`src/rtl/icache_pkg.sv`:
```
package icache_pkg;

    // -------------------------------------------------------------------------
    // Widths shared by the fetch port, the memory port and the counters
    // -------------------------------------------------------------------------

    // Byte address on both the fetch and the memory side
    typedef logic [31:0] addr_t;

    typedef logic [31:0] word_t;

    typedef logic [31:0] count_t;

    // Byte-in-word bits of an address
    localparam int OFFSET_WIDTH = 2;

    // Top byte of every cacheable address
    localparam logic [7:0] CACHEABLE_REGION = 8'ha0;

    // Controller states
    typedef enum logic [2:0] {
        IDLE,
        LOOKUP,
        HIT_RESP,
        REFILL_REQ,
        REFILL_DATA,
        REFILL_RESP,
        BYPASS_REQ,
        BYPASS_DATA
    } cache_state_t;

endpackage

```
`src/rtl/fetch_addr_decode.sv`:
```
module fetch_addr_decode import icache_pkg::*; #(
    parameter int LINE_WORDS_LOG2 = 2,
    parameter int INDEX_WIDTH     = 3,
    localparam int TAG_WIDTH      = $bits(addr_t) - OFFSET_WIDTH - LINE_WORDS_LOG2
                                    - INDEX_WIDTH
) (
    input  logic                       clock,
    input  logic                       reset,
    input  logic                       fetch_ar_valid,
    input  logic                       fetch_ar_ready,
    input  addr_t                      fetch_ar_addr,
    output addr_t                      req_addr,
    output logic [TAG_WIDTH-1:0]       req_tag,
    output logic [INDEX_WIDTH-1:0]     req_index,
    output logic [LINE_WORDS_LOG2-1:0] req_word,
    output logic                       req_cacheable
);

    localparam int INDEX_LSB = OFFSET_WIDTH + LINE_WORDS_LOG2;

    // Address is held from one fetch handshake to the next
    always_ff @(posedge clock) begin
        if (fetch_ar_valid && fetch_ar_ready) begin
            req_addr <= fetch_ar_addr;
        end
    end

    // Field split of the held address
    assign req_word  = req_addr[OFFSET_WIDTH +: LINE_WORDS_LOG2];
    assign req_index = req_addr[INDEX_LSB +: INDEX_WIDTH];
    assign req_tag   = req_addr[$bits(addr_t)-1 -: TAG_WIDTH];

    // Only the a0 region goes through the cache
    assign req_cacheable = (req_addr[$bits(addr_t)-1 -: 8] == CACHEABLE_REGION);

    // Fetch unit must not change the address while it waits for ready
    assert property (@(posedge clock) disable iff (reset)
        fetch_ar_valid && !fetch_ar_ready |=> $stable(fetch_ar_addr))
        else $error("fetch_ar_addr changed while waiting for fetch_ar_ready");

endmodule

```
`src/rtl/icache_ctrl.sv`:
```
module icache_ctrl import icache_pkg::*; #(
    parameter int LINE_WORDS_LOG2 = 2,
    parameter int INDEX_WIDTH     = 3,
    localparam int TAG_WIDTH      = $bits(addr_t) - OFFSET_WIDTH - LINE_WORDS_LOG2
                                    - INDEX_WIDTH
) (
    input  logic                       clock,
    input  logic                       reset,
    input  addr_t                      req_addr,
    input  logic [TAG_WIDTH-1:0]       req_tag,
    input  logic [INDEX_WIDTH-1:0]     req_index,
    input  logic                       req_cacheable,
    input  logic                       fetch_ar_valid,
    input  logic                       resp_done,
    input  logic                       mem_ar_ready,
    input  logic                       mem_r_valid,
    input  logic                       mem_r_last,
    output logic                       fetch_ar_ready,
    output logic                       mem_ar_valid,
    output addr_t                      mem_ar_addr,
    output logic [7:0]                 mem_ar_len,
    output logic                       fill_en,
    output logic [LINE_WORDS_LOG2-1:0] fill_word,
    output logic                       resp_load,
    output logic                       resp_from_mem,
    output count_t                     hit_count,
    output count_t                     miss_count
);

    localparam int LINES              = 1 << INDEX_WIDTH;
    localparam int LINE_OFFSET        = LINE_WORDS_LOG2 + OFFSET_WIDTH;
    localparam logic [7:0] REFILL_LEN = 8'((1 << LINE_WORDS_LOG2) - 1);

    cache_state_t         state;
    logic [TAG_WIDTH-1:0] tag_mem [LINES];
    logic [LINES-1:0]     valid_bits;
    logic                 lookup_hit;
    logic                 lookup_miss;

    // ------------------------------------------------------------------------
    // Tag compare
    // ------------------------------------------------------------------------
    assign lookup_hit  = (state == LOOKUP) && req_cacheable && valid_bits[req_index]
                         && (tag_mem[req_index] == req_tag);
    assign lookup_miss = (state == LOOKUP) && req_cacheable && !lookup_hit;

    always_ff @(posedge clock or posedge reset) begin
        if (reset) begin
            state <= IDLE;
        end else begin
            case (state)
                IDLE: begin
                    if (fetch_ar_valid) begin
                        state <= LOOKUP;
                    end
                end
                LOOKUP: begin
                    // Bypass request already goes out in this cycle
                    if (!req_cacheable) begin
                        state <= mem_ar_ready ? BYPASS_DATA : BYPASS_REQ;
                    end else if (lookup_hit) begin
                        state <= HIT_RESP;
                    end else begin
                        state <= REFILL_REQ;
                    end
                end
                REFILL_REQ: begin
                    if (mem_ar_ready) begin
                        state <= REFILL_DATA;
                    end
                end
                REFILL_DATA: begin
                    if (mem_r_valid && mem_r_last) begin
                        state <= REFILL_RESP;
                    end
                end
                BYPASS_REQ: begin
                    if (mem_ar_ready) begin
                        state <= BYPASS_DATA;
                    end
                end
                // Response waits share one exit, and in BYPASS_DATA
                // resp_done cannot come before the beat has been loaded
                HIT_RESP, REFILL_RESP, BYPASS_DATA: begin
                    if (resp_done) begin
                        state <= IDLE;
                    end
                end
                default: state <= IDLE;
            endcase
        end
    end

    // Refill beat counter
    always_ff @(posedge clock or posedge reset) begin
        if (reset) begin
            fill_word <= '0;
        end else if (state == LOOKUP) begin
            fill_word <= '0;
        end else if (fill_en) begin
            fill_word <= fill_word + 1'b1;
        end
    end

    // New tag is claimed as soon as the miss is seen
    always_ff @(posedge clock or posedge reset) begin
        if (reset) begin
            valid_bits <= '0;
        end else if (lookup_miss) begin
            valid_bits[req_index] <= 1'b1;
        end
    end

    always_ff @(posedge clock) begin
        if (lookup_miss) begin
            tag_mem[req_index] <= req_tag;
        end
    end

    always_ff @(posedge clock or posedge reset) begin
        if (reset) begin
            hit_count  <= '0;
            miss_count <= '0;
        end else begin
            if (lookup_hit) begin
                hit_count <= hit_count + 1'b1;
            end
            if (lookup_miss) begin
                miss_count <= miss_count + 1'b1;
            end
        end
    end

    // ------------------------------------------------------------------------
    // Port outputs
    // ------------------------------------------------------------------------
    assign fetch_ar_ready = (state == IDLE);
    assign mem_ar_valid   = (state == REFILL_REQ) || (state == BYPASS_REQ)
                            || ((state == LOOKUP) && !req_cacheable);
    assign mem_ar_addr    = req_cacheable
                            ? {req_addr[$bits(addr_t)-1:LINE_OFFSET], {LINE_OFFSET{1'b0}}}
                            : req_addr;
    assign mem_ar_len     = req_cacheable ? REFILL_LEN : 8'd0;
    assign fill_en        = (state == REFILL_DATA) && mem_r_valid;
    assign resp_from_mem  = (state == BYPASS_DATA);
    assign resp_load      = lookup_hit || (fill_en && mem_r_last)
                            || ((state == BYPASS_DATA) && mem_r_valid);

    assert property (@(posedge clock) disable iff (reset)
        mem_ar_valid && !mem_ar_ready |=> mem_ar_valid && $stable(mem_ar_addr))
        else $error("mem_ar_valid dropped before mem_ar_ready");

    // Burst must not end short of a full line
    assert property (@(posedge clock) disable iff (reset)
        fill_en && mem_r_last |-> &fill_word)
        else $error("mem_r_last before the last refill beat");

endmodule

```
`src/rtl/icache_data_array.sv`:
```
module icache_data_array import icache_pkg::*; #(
    parameter int LINE_WORDS_LOG2 = 2,
    parameter int INDEX_WIDTH     = 3
) (
    input  logic                       clock,
    input  logic [INDEX_WIDTH-1:0]     req_index,
    input  logic [LINE_WORDS_LOG2-1:0] req_word,
    input  logic                       fill_en,
    input  logic [LINE_WORDS_LOG2-1:0] fill_word,
    input  word_t                      mem_r_data,
    output word_t                      line_word
);

    localparam int ADDR_WIDTH = INDEX_WIDTH + LINE_WORDS_LOG2;
    localparam int DEPTH      = 1 << ADDR_WIDTH;

    word_t                 lines [DEPTH];
    logic [ADDR_WIDTH-1:0] fill_addr;
    logic [ADDR_WIDTH-1:0] read_addr;

    // One word per line slot, line index in the upper bits
    assign fill_addr = {req_index, fill_word};
    assign read_addr = {req_index, req_word};

    always_ff @(posedge clock) begin
        if (fill_en) begin
            lines[fill_addr] <= mem_r_data;
        end
    end

    // ------------------------------------------------------------------------
    // Read port
    // ------------------------------------------------------------------------

    // The last refill beat is read in the same cycle it is written,
    // so a beat for the requested word is forwarded past the array
    always_comb begin
        if (fill_en && (fill_word == req_word)) begin
            line_word = mem_r_data;
        end else begin
            line_word = lines[read_addr];
        end
    end

endmodule

```
`src/rtl/fetch_resp_sel.sv`:
```
module fetch_resp_sel import icache_pkg::*; (
    input  logic  clock,
    input  logic  reset,
    input  logic  resp_load,
    input  logic  resp_from_mem,
    input  word_t line_word,
    input  word_t mem_r_data,
    input  logic  fetch_r_ready,
    output logic  fetch_r_valid,
    output word_t fetch_r_data,
    output logic  resp_done
);

    assign resp_done = fetch_r_valid && fetch_r_ready;

    // Response pending flag
    always_ff @(posedge clock or posedge reset) begin
        if (reset) begin
            fetch_r_valid <= 1'b0;
        end else if (resp_load) begin
            fetch_r_valid <= 1'b1;
        end else if (resp_done) begin
            fetch_r_valid <= 1'b0;
        end
    end

    // Bypass beat or cached word, held until accepted
    always_ff @(posedge clock) begin
        if (resp_load) begin
            fetch_r_data <= resp_from_mem ? mem_r_data : line_word;
        end
    end

    // ------------------------------------------------------------------------
    // Protocol checks
    // ------------------------------------------------------------------------

    // Controller may only load once the previous response has gone
    assert property (@(posedge clock) disable iff (reset)
        resp_load |-> !fetch_r_valid)
        else $error("resp_load while a fetch response is pending");

endmodule

```
`src/rtl/icache_top.sv`:
```
module icache_top import icache_pkg::*; #(
    parameter int LINE_WORDS_LOG2 = 2,
    parameter int INDEX_WIDTH     = 3
) (
    input  logic       clock,
    input  logic       reset,
    input  logic       fetch_ar_valid,
    output logic       fetch_ar_ready,
    input  addr_t      fetch_ar_addr,
    output logic       fetch_r_valid,
    input  logic       fetch_r_ready,
    output word_t      fetch_r_data,
    output logic       mem_ar_valid,
    input  logic       mem_ar_ready,
    output addr_t      mem_ar_addr,
    output logic [7:0] mem_ar_len,
    input  logic       mem_r_valid,
    input  word_t      mem_r_data,
    input  logic       mem_r_last,
    output count_t     hit_count,
    output count_t     miss_count
);

    localparam int TAG_WIDTH = $bits(addr_t) - OFFSET_WIDTH - LINE_WORDS_LOG2 - INDEX_WIDTH;

    addr_t                      req_addr;
    logic [TAG_WIDTH-1:0]       req_tag;
    logic [INDEX_WIDTH-1:0]     req_index;
    logic [LINE_WORDS_LOG2-1:0] req_word;
    logic                       req_cacheable;
    logic                       fill_en;
    logic [LINE_WORDS_LOG2-1:0] fill_word;
    logic                       resp_load;
    logic                       resp_from_mem;
    logic                       resp_done;
    word_t                      line_word;

    // Decode
    fetch_addr_decode #(
        .LINE_WORDS_LOG2 (LINE_WORDS_LOG2),
        .INDEX_WIDTH     (INDEX_WIDTH)
    ) decode0 (
        .clock          (clock),
        .reset          (reset),
        .fetch_ar_valid (fetch_ar_valid),
        .fetch_ar_ready (fetch_ar_ready),
        .fetch_ar_addr  (fetch_ar_addr),
        .req_addr       (req_addr),
        .req_tag        (req_tag),
        .req_index      (req_index),
        .req_word       (req_word),
        .req_cacheable  (req_cacheable)
    );

    // Lookup, refill and bypass control
    icache_ctrl #(
        .LINE_WORDS_LOG2 (LINE_WORDS_LOG2),
        .INDEX_WIDTH     (INDEX_WIDTH)
    ) ctrl0 (
        .clock          (clock),
        .reset          (reset),
        .req_addr       (req_addr),
        .req_tag        (req_tag),
        .req_index      (req_index),
        .req_cacheable  (req_cacheable),
        .fetch_ar_valid (fetch_ar_valid),
        .resp_done      (resp_done),
        .mem_ar_ready   (mem_ar_ready),
        .mem_r_valid    (mem_r_valid),
        .mem_r_last     (mem_r_last),
        .fetch_ar_ready (fetch_ar_ready),
        .mem_ar_valid   (mem_ar_valid),
        .mem_ar_addr    (mem_ar_addr),
        .mem_ar_len     (mem_ar_len),
        .fill_en        (fill_en),
        .fill_word      (fill_word),
        .resp_load      (resp_load),
        .resp_from_mem  (resp_from_mem),
        .hit_count      (hit_count),
        .miss_count     (miss_count)
    );

    icache_data_array #(
        .LINE_WORDS_LOG2 (LINE_WORDS_LOG2),
        .INDEX_WIDTH     (INDEX_WIDTH)
    ) data0 (
        .clock      (clock),
        .req_index  (req_index),
        .req_word   (req_word),
        .fill_en    (fill_en),
        .fill_word  (fill_word),
        .mem_r_data (mem_r_data),
        .line_word  (line_word)
    );

    // Fetch response
    fetch_resp_sel resp0 (
        .clock         (clock),
        .reset         (reset),
        .resp_load     (resp_load),
        .resp_from_mem (resp_from_mem),
        .line_word     (line_word),
        .mem_r_data    (mem_r_data),
        .fetch_r_ready (fetch_r_ready),
        .fetch_r_valid (fetch_r_valid),
        .fetch_r_data  (fetch_r_data),
        .resp_done     (resp_done)
    );

endmodule

```
`config.mk`:
```
export PLATFORM = sky130hd
export DESIGN_NAME = icache_top
export DESIGN_NICKNAME = d
export VERILOG_FILES = /design/src/rtl/icache_pkg.sv /design/src/rtl/fetch_addr_decode.sv /design/src/rtl/icache_ctrl.sv /design/src/rtl/icache_data_array.sv /design/src/rtl/fetch_resp_sel.sv /design/src/rtl/icache_top.sv
export SDC_FILE = /design/constraint.sdc
export NUM_CORES = 1
export LEC_CHECK = 0
export BUFFER_PORTS_ARGS = -buffer_cell sky130_fd_sc_hd__buf_2
export CORE_AREA = 2 2 394 396
export CTS_BUF_LIST = sky130_fd_sc_hd__clkbuf_8
export DETAILED_ROUTE_END_ITERATION = 12
export DIE_AREA = 0 0 396 398
export SETUP_SLACK_MARGIN = 0.2
export SLEW_MARGIN = 25
export SYNTH_ARGS = -nofsm -noshare
export SYNTH_HDL_FRONTEND = slang
export SYNTH_SLANG_ARGS = --single-unit
```
`constraint.sdc`:
```
create_clock -name clock -period 10.5 [get_ports clock]
set_input_delay 2.1 -clock clock [delete_from_list [all_inputs] [get_ports clock]]
set_output_delay 2.1 -clock clock [all_outputs]
set_load 0.05 [all_outputs]
```
==> out/metrics.yaml <==
status: "complete, no violations"
cts.clk_slew.worst_paths_ps: 60
netSwitchingFraction: 0.2496
combPwrFrac: 0.085
dp_hpwl_mm: 61.45
fmax_mhz: 183.0
numPortBuffers: 203
cts_sinks: 1371
use_met2: 0.2542
drt-pass1-iter-count: 5
initial_core_util: 0.3481
die_w_um: 396
htree_levels: 4
p_clk_frac: 0.372
r2r_slack_ps: 5030
internal_power_w: 0.008522
finalSetupViolCount: 0
power.density_mw_per_mm2: 186.5
drc: 0
cts_buffers: 213
nets: 2851
required_ps: 11110
clk_latency_ps: 940
syn_inst: 2458
min_from: "ctrl0.valid_bits[0]"
crit_fanout: 65
max-vdd-ir-drop_v: 0.00009806
cts_tree: "built"
path_class: "flip-flop to flip-flop"
whs_path_depth: 1
synth.distinct_cells: 61
ys_ff_latch: 1371
postCtsResizedCells: 0
core_sq_mm: 0.1533
drtAntennaViolNets: 0
synth-seq-area-share: 0.7632
totalWireLength_mm: 125.4
seqPwrFrac: 0.543
worst_setup_path_start_kind: "flip-flop"
rsz0062_at_grt: "false"
worst-path-buf-inv: 3
vias_per_cell: 5.109
grt_first_pass_wirelength_mm: 182.2
reg2reg_to: "ctrl0.tag_mem[4][18]"
grt_use_met1: 0.2177
hold_viol_final: 0
rr_worst_depth: 11
slowest_delay_ps: 950
end_kind: "flip-flop"
yosysTopAreaCellShare: 0.7247
yosys-top-cells-area: "edfxtp_1 72%, mux4_2 15%, dfrtp_1 3.7%"
hold_buffers: 0
power_leakage_nw: 20.16
root_buffer: "clkbuf_8"
cts_max_path_buffers: 3
path_delay_family: "buffers and inverters"
grt.busiest_layer: "met2"
yosys.area.top_type: "edfxtp_1"
cp.arrival_ps: 6080
final_cell_mix: "1288 x edfxtp_1, 346 x mux4_2, 217 x clkbuf_8"
layout_commonest_cell: "edfxtp_1"
grt_use_total: 0.1589
synthToLayoutAreaGrowth_pct: 14.10
hold_path.class: "flip-flop to flip-flop"
cp_cell_sequence: "buf_4, mux4_2, mux2i_1, xor2_1, o2111ai_1, nor4_1, and4b_2, buf_4, nand2b_1, nor2_2, buf_4"
period_share: 0.5205
hold-worst-slack_ps: 474.6
wl_per_cell_um: 25.08
synth_edf_count: 1288
die_h_um: 398
use_met3: 0.03612
setup-tns-final_ps: 0
slew_headroom: 0.2992
cts_setup_buffers: 0
layout-drive-gt1-share: 0.3168
drt_iter0_drc: 2494
synth_area_per_cell_sq_um: 21.71
ys.flop_type: "edfxtp_1"
finalCriticalPeriod_ps: 5465
critical-path-top-cell-by-count: "buf_4"
io_pins: 210
yosys_warnings: 0
place_congestion: 0.7374
num_vias: 25540
antenna_found_initial: 17
cp.depth: 11
skew_ps: 66.08
drv_cap: 0
grt_pass1_vias: 26310
holdPathEnd: "ctrl0.valid_bits[0]"
grt_max_degree: 135
tightestPinTransition_ps: 1051
num_rows: 144
grt.overflow.total: 0
die_area_sq_mm: 0.1576
switchingPower_w: 0.002835
slew_viol_final: 0
synth_area_sq_mm: 0.05337
async_flop_share: 0.05689
cp_slowest_cell: "dfxtp_4"
fillers: 13590
kinds of logic (layout without fill, tap and decap cells):
| group | count (synthesis) | count (layout) | share of synthesized area |
|---|---|---|---|
| and+or+nand+nor | 282 | 282 | 0.02825 |
| adders and majority gates | 6 | 6 | 0.001407 |
| other | 1 | 10 | 0.00007027 |
| xor gates and xnor gates | 80 | 80 | 0.01327 |
| muxes | 449 | 449 | 0.1655 |
| DFF | 1371 | 1371 | 0.7632 |
| AOI/OAI and AO/OA | 99 | 99 | 0.01196 |
| buffers and inverters | 170 | 658 | 0.01641 |
per-stage QoR:
stage	total power (W)	setup WS [ps]	cells	instance area [sq um]	utilization
after global routing	0.01178	4684	4997	60890	0.3971
final	0.01136	5035	4999	60890	0.3971
after floorplan	0.006926	6033	2463	53390	-
after CTS	0.01151	4955	4995	60880	0.3971
after detailed placement	0.007268	4998	4603	56840	0.3707
after global placement	0.007260	5061	4603	56840	0.3707
synth_stat cells, drive strengths merged, types with 11 or more instances:
master	number
a21oi	43
a22oi	23
and2	15
and3	24
buf	94
clkbuf	68
dfrtp	78
edfxtp	1288
mux2i	97
mux4	346
nand2	47
nand3	22
nand4	18
nor2	86
nor3	13
nor4	11
xnor2	43
xor2	37
sequential cells by signal, summed over array words and instances, names as in the netlist, named ones only:
name and count:
ctrl0.fill_word 2, data0.lines 1024, resp0.fetch_r_data 32, decode0.req_addr 32, ctrl0.state 3, resp0.fetch_r_valid 1
ctrl0.hit_count 32, ctrl0.valid_bits 8, ctrl0.tag_mem 200, ctrl0.miss_count 32
how the worst max path moves through the flow:
stage	startpoint	end	slack, ps
after floorplan	mem_r_valid	data0.lines[31][0]	6030
after global placement	flip-flop	ctrl0.tag_mem[5][7]	5060
after detailed placement	flip-flop	ctrl0.tag_mem[7][16]	5000
after CTS	flip-flop	ctrl0.tag_mem[4][11]	4950
after global routing	flip-flop	ctrl0.tag_mem[5][18]	4680
final	flip-flop	ctrl0.tag_mem[4][18]	5030
power groups by stage:
stage	clock network (W)	registers [W]	logic [W]
global placement	0	0.00628	0.000980
floorplan	0	0.00633	0.000598
CTS	0.00435	0.00617	0.000991
detailed placement	0	0.00628	0.000988
global route	0.00457	0.00618	0.00104
finish	0.00423	0.00617	0.000963
final cells by class:
cell class	instances	area [sq um]	share of cell area
Tap cell	2044	2557	0.04200
Sequential cell	1371	40750	0.6692
Antenna cell	4	10.01	0.0001644
Multi-Input combinational cell	922	12050	0.1980
Timing Repair Buffer	258	1454	0.02388
Clock buffer	217	2987	0.04905
Inverter	8	31.28	0.0005137
Clock inverter	175	1051	0.01726
per-layer routing:
layer  share of wire  wire, um
met5         0.00051        64
met4           0.023      2834
met3           0.067      8395
met2            0.48     59950
met1            0.43     54150
worst reg2reg max path: stages (launching register included):
cell and delay, ps:
dfxtp_4 950, buf_4 880, mux4_2 540, mux2i_1 180, xor2_1 190, o2111ai_1 150, nor4_1 250, and4b_2 270
buf_4 560, nand2b_1 810, nor2_2 80, buf_4 300
(Power assumes the default switching activity.)
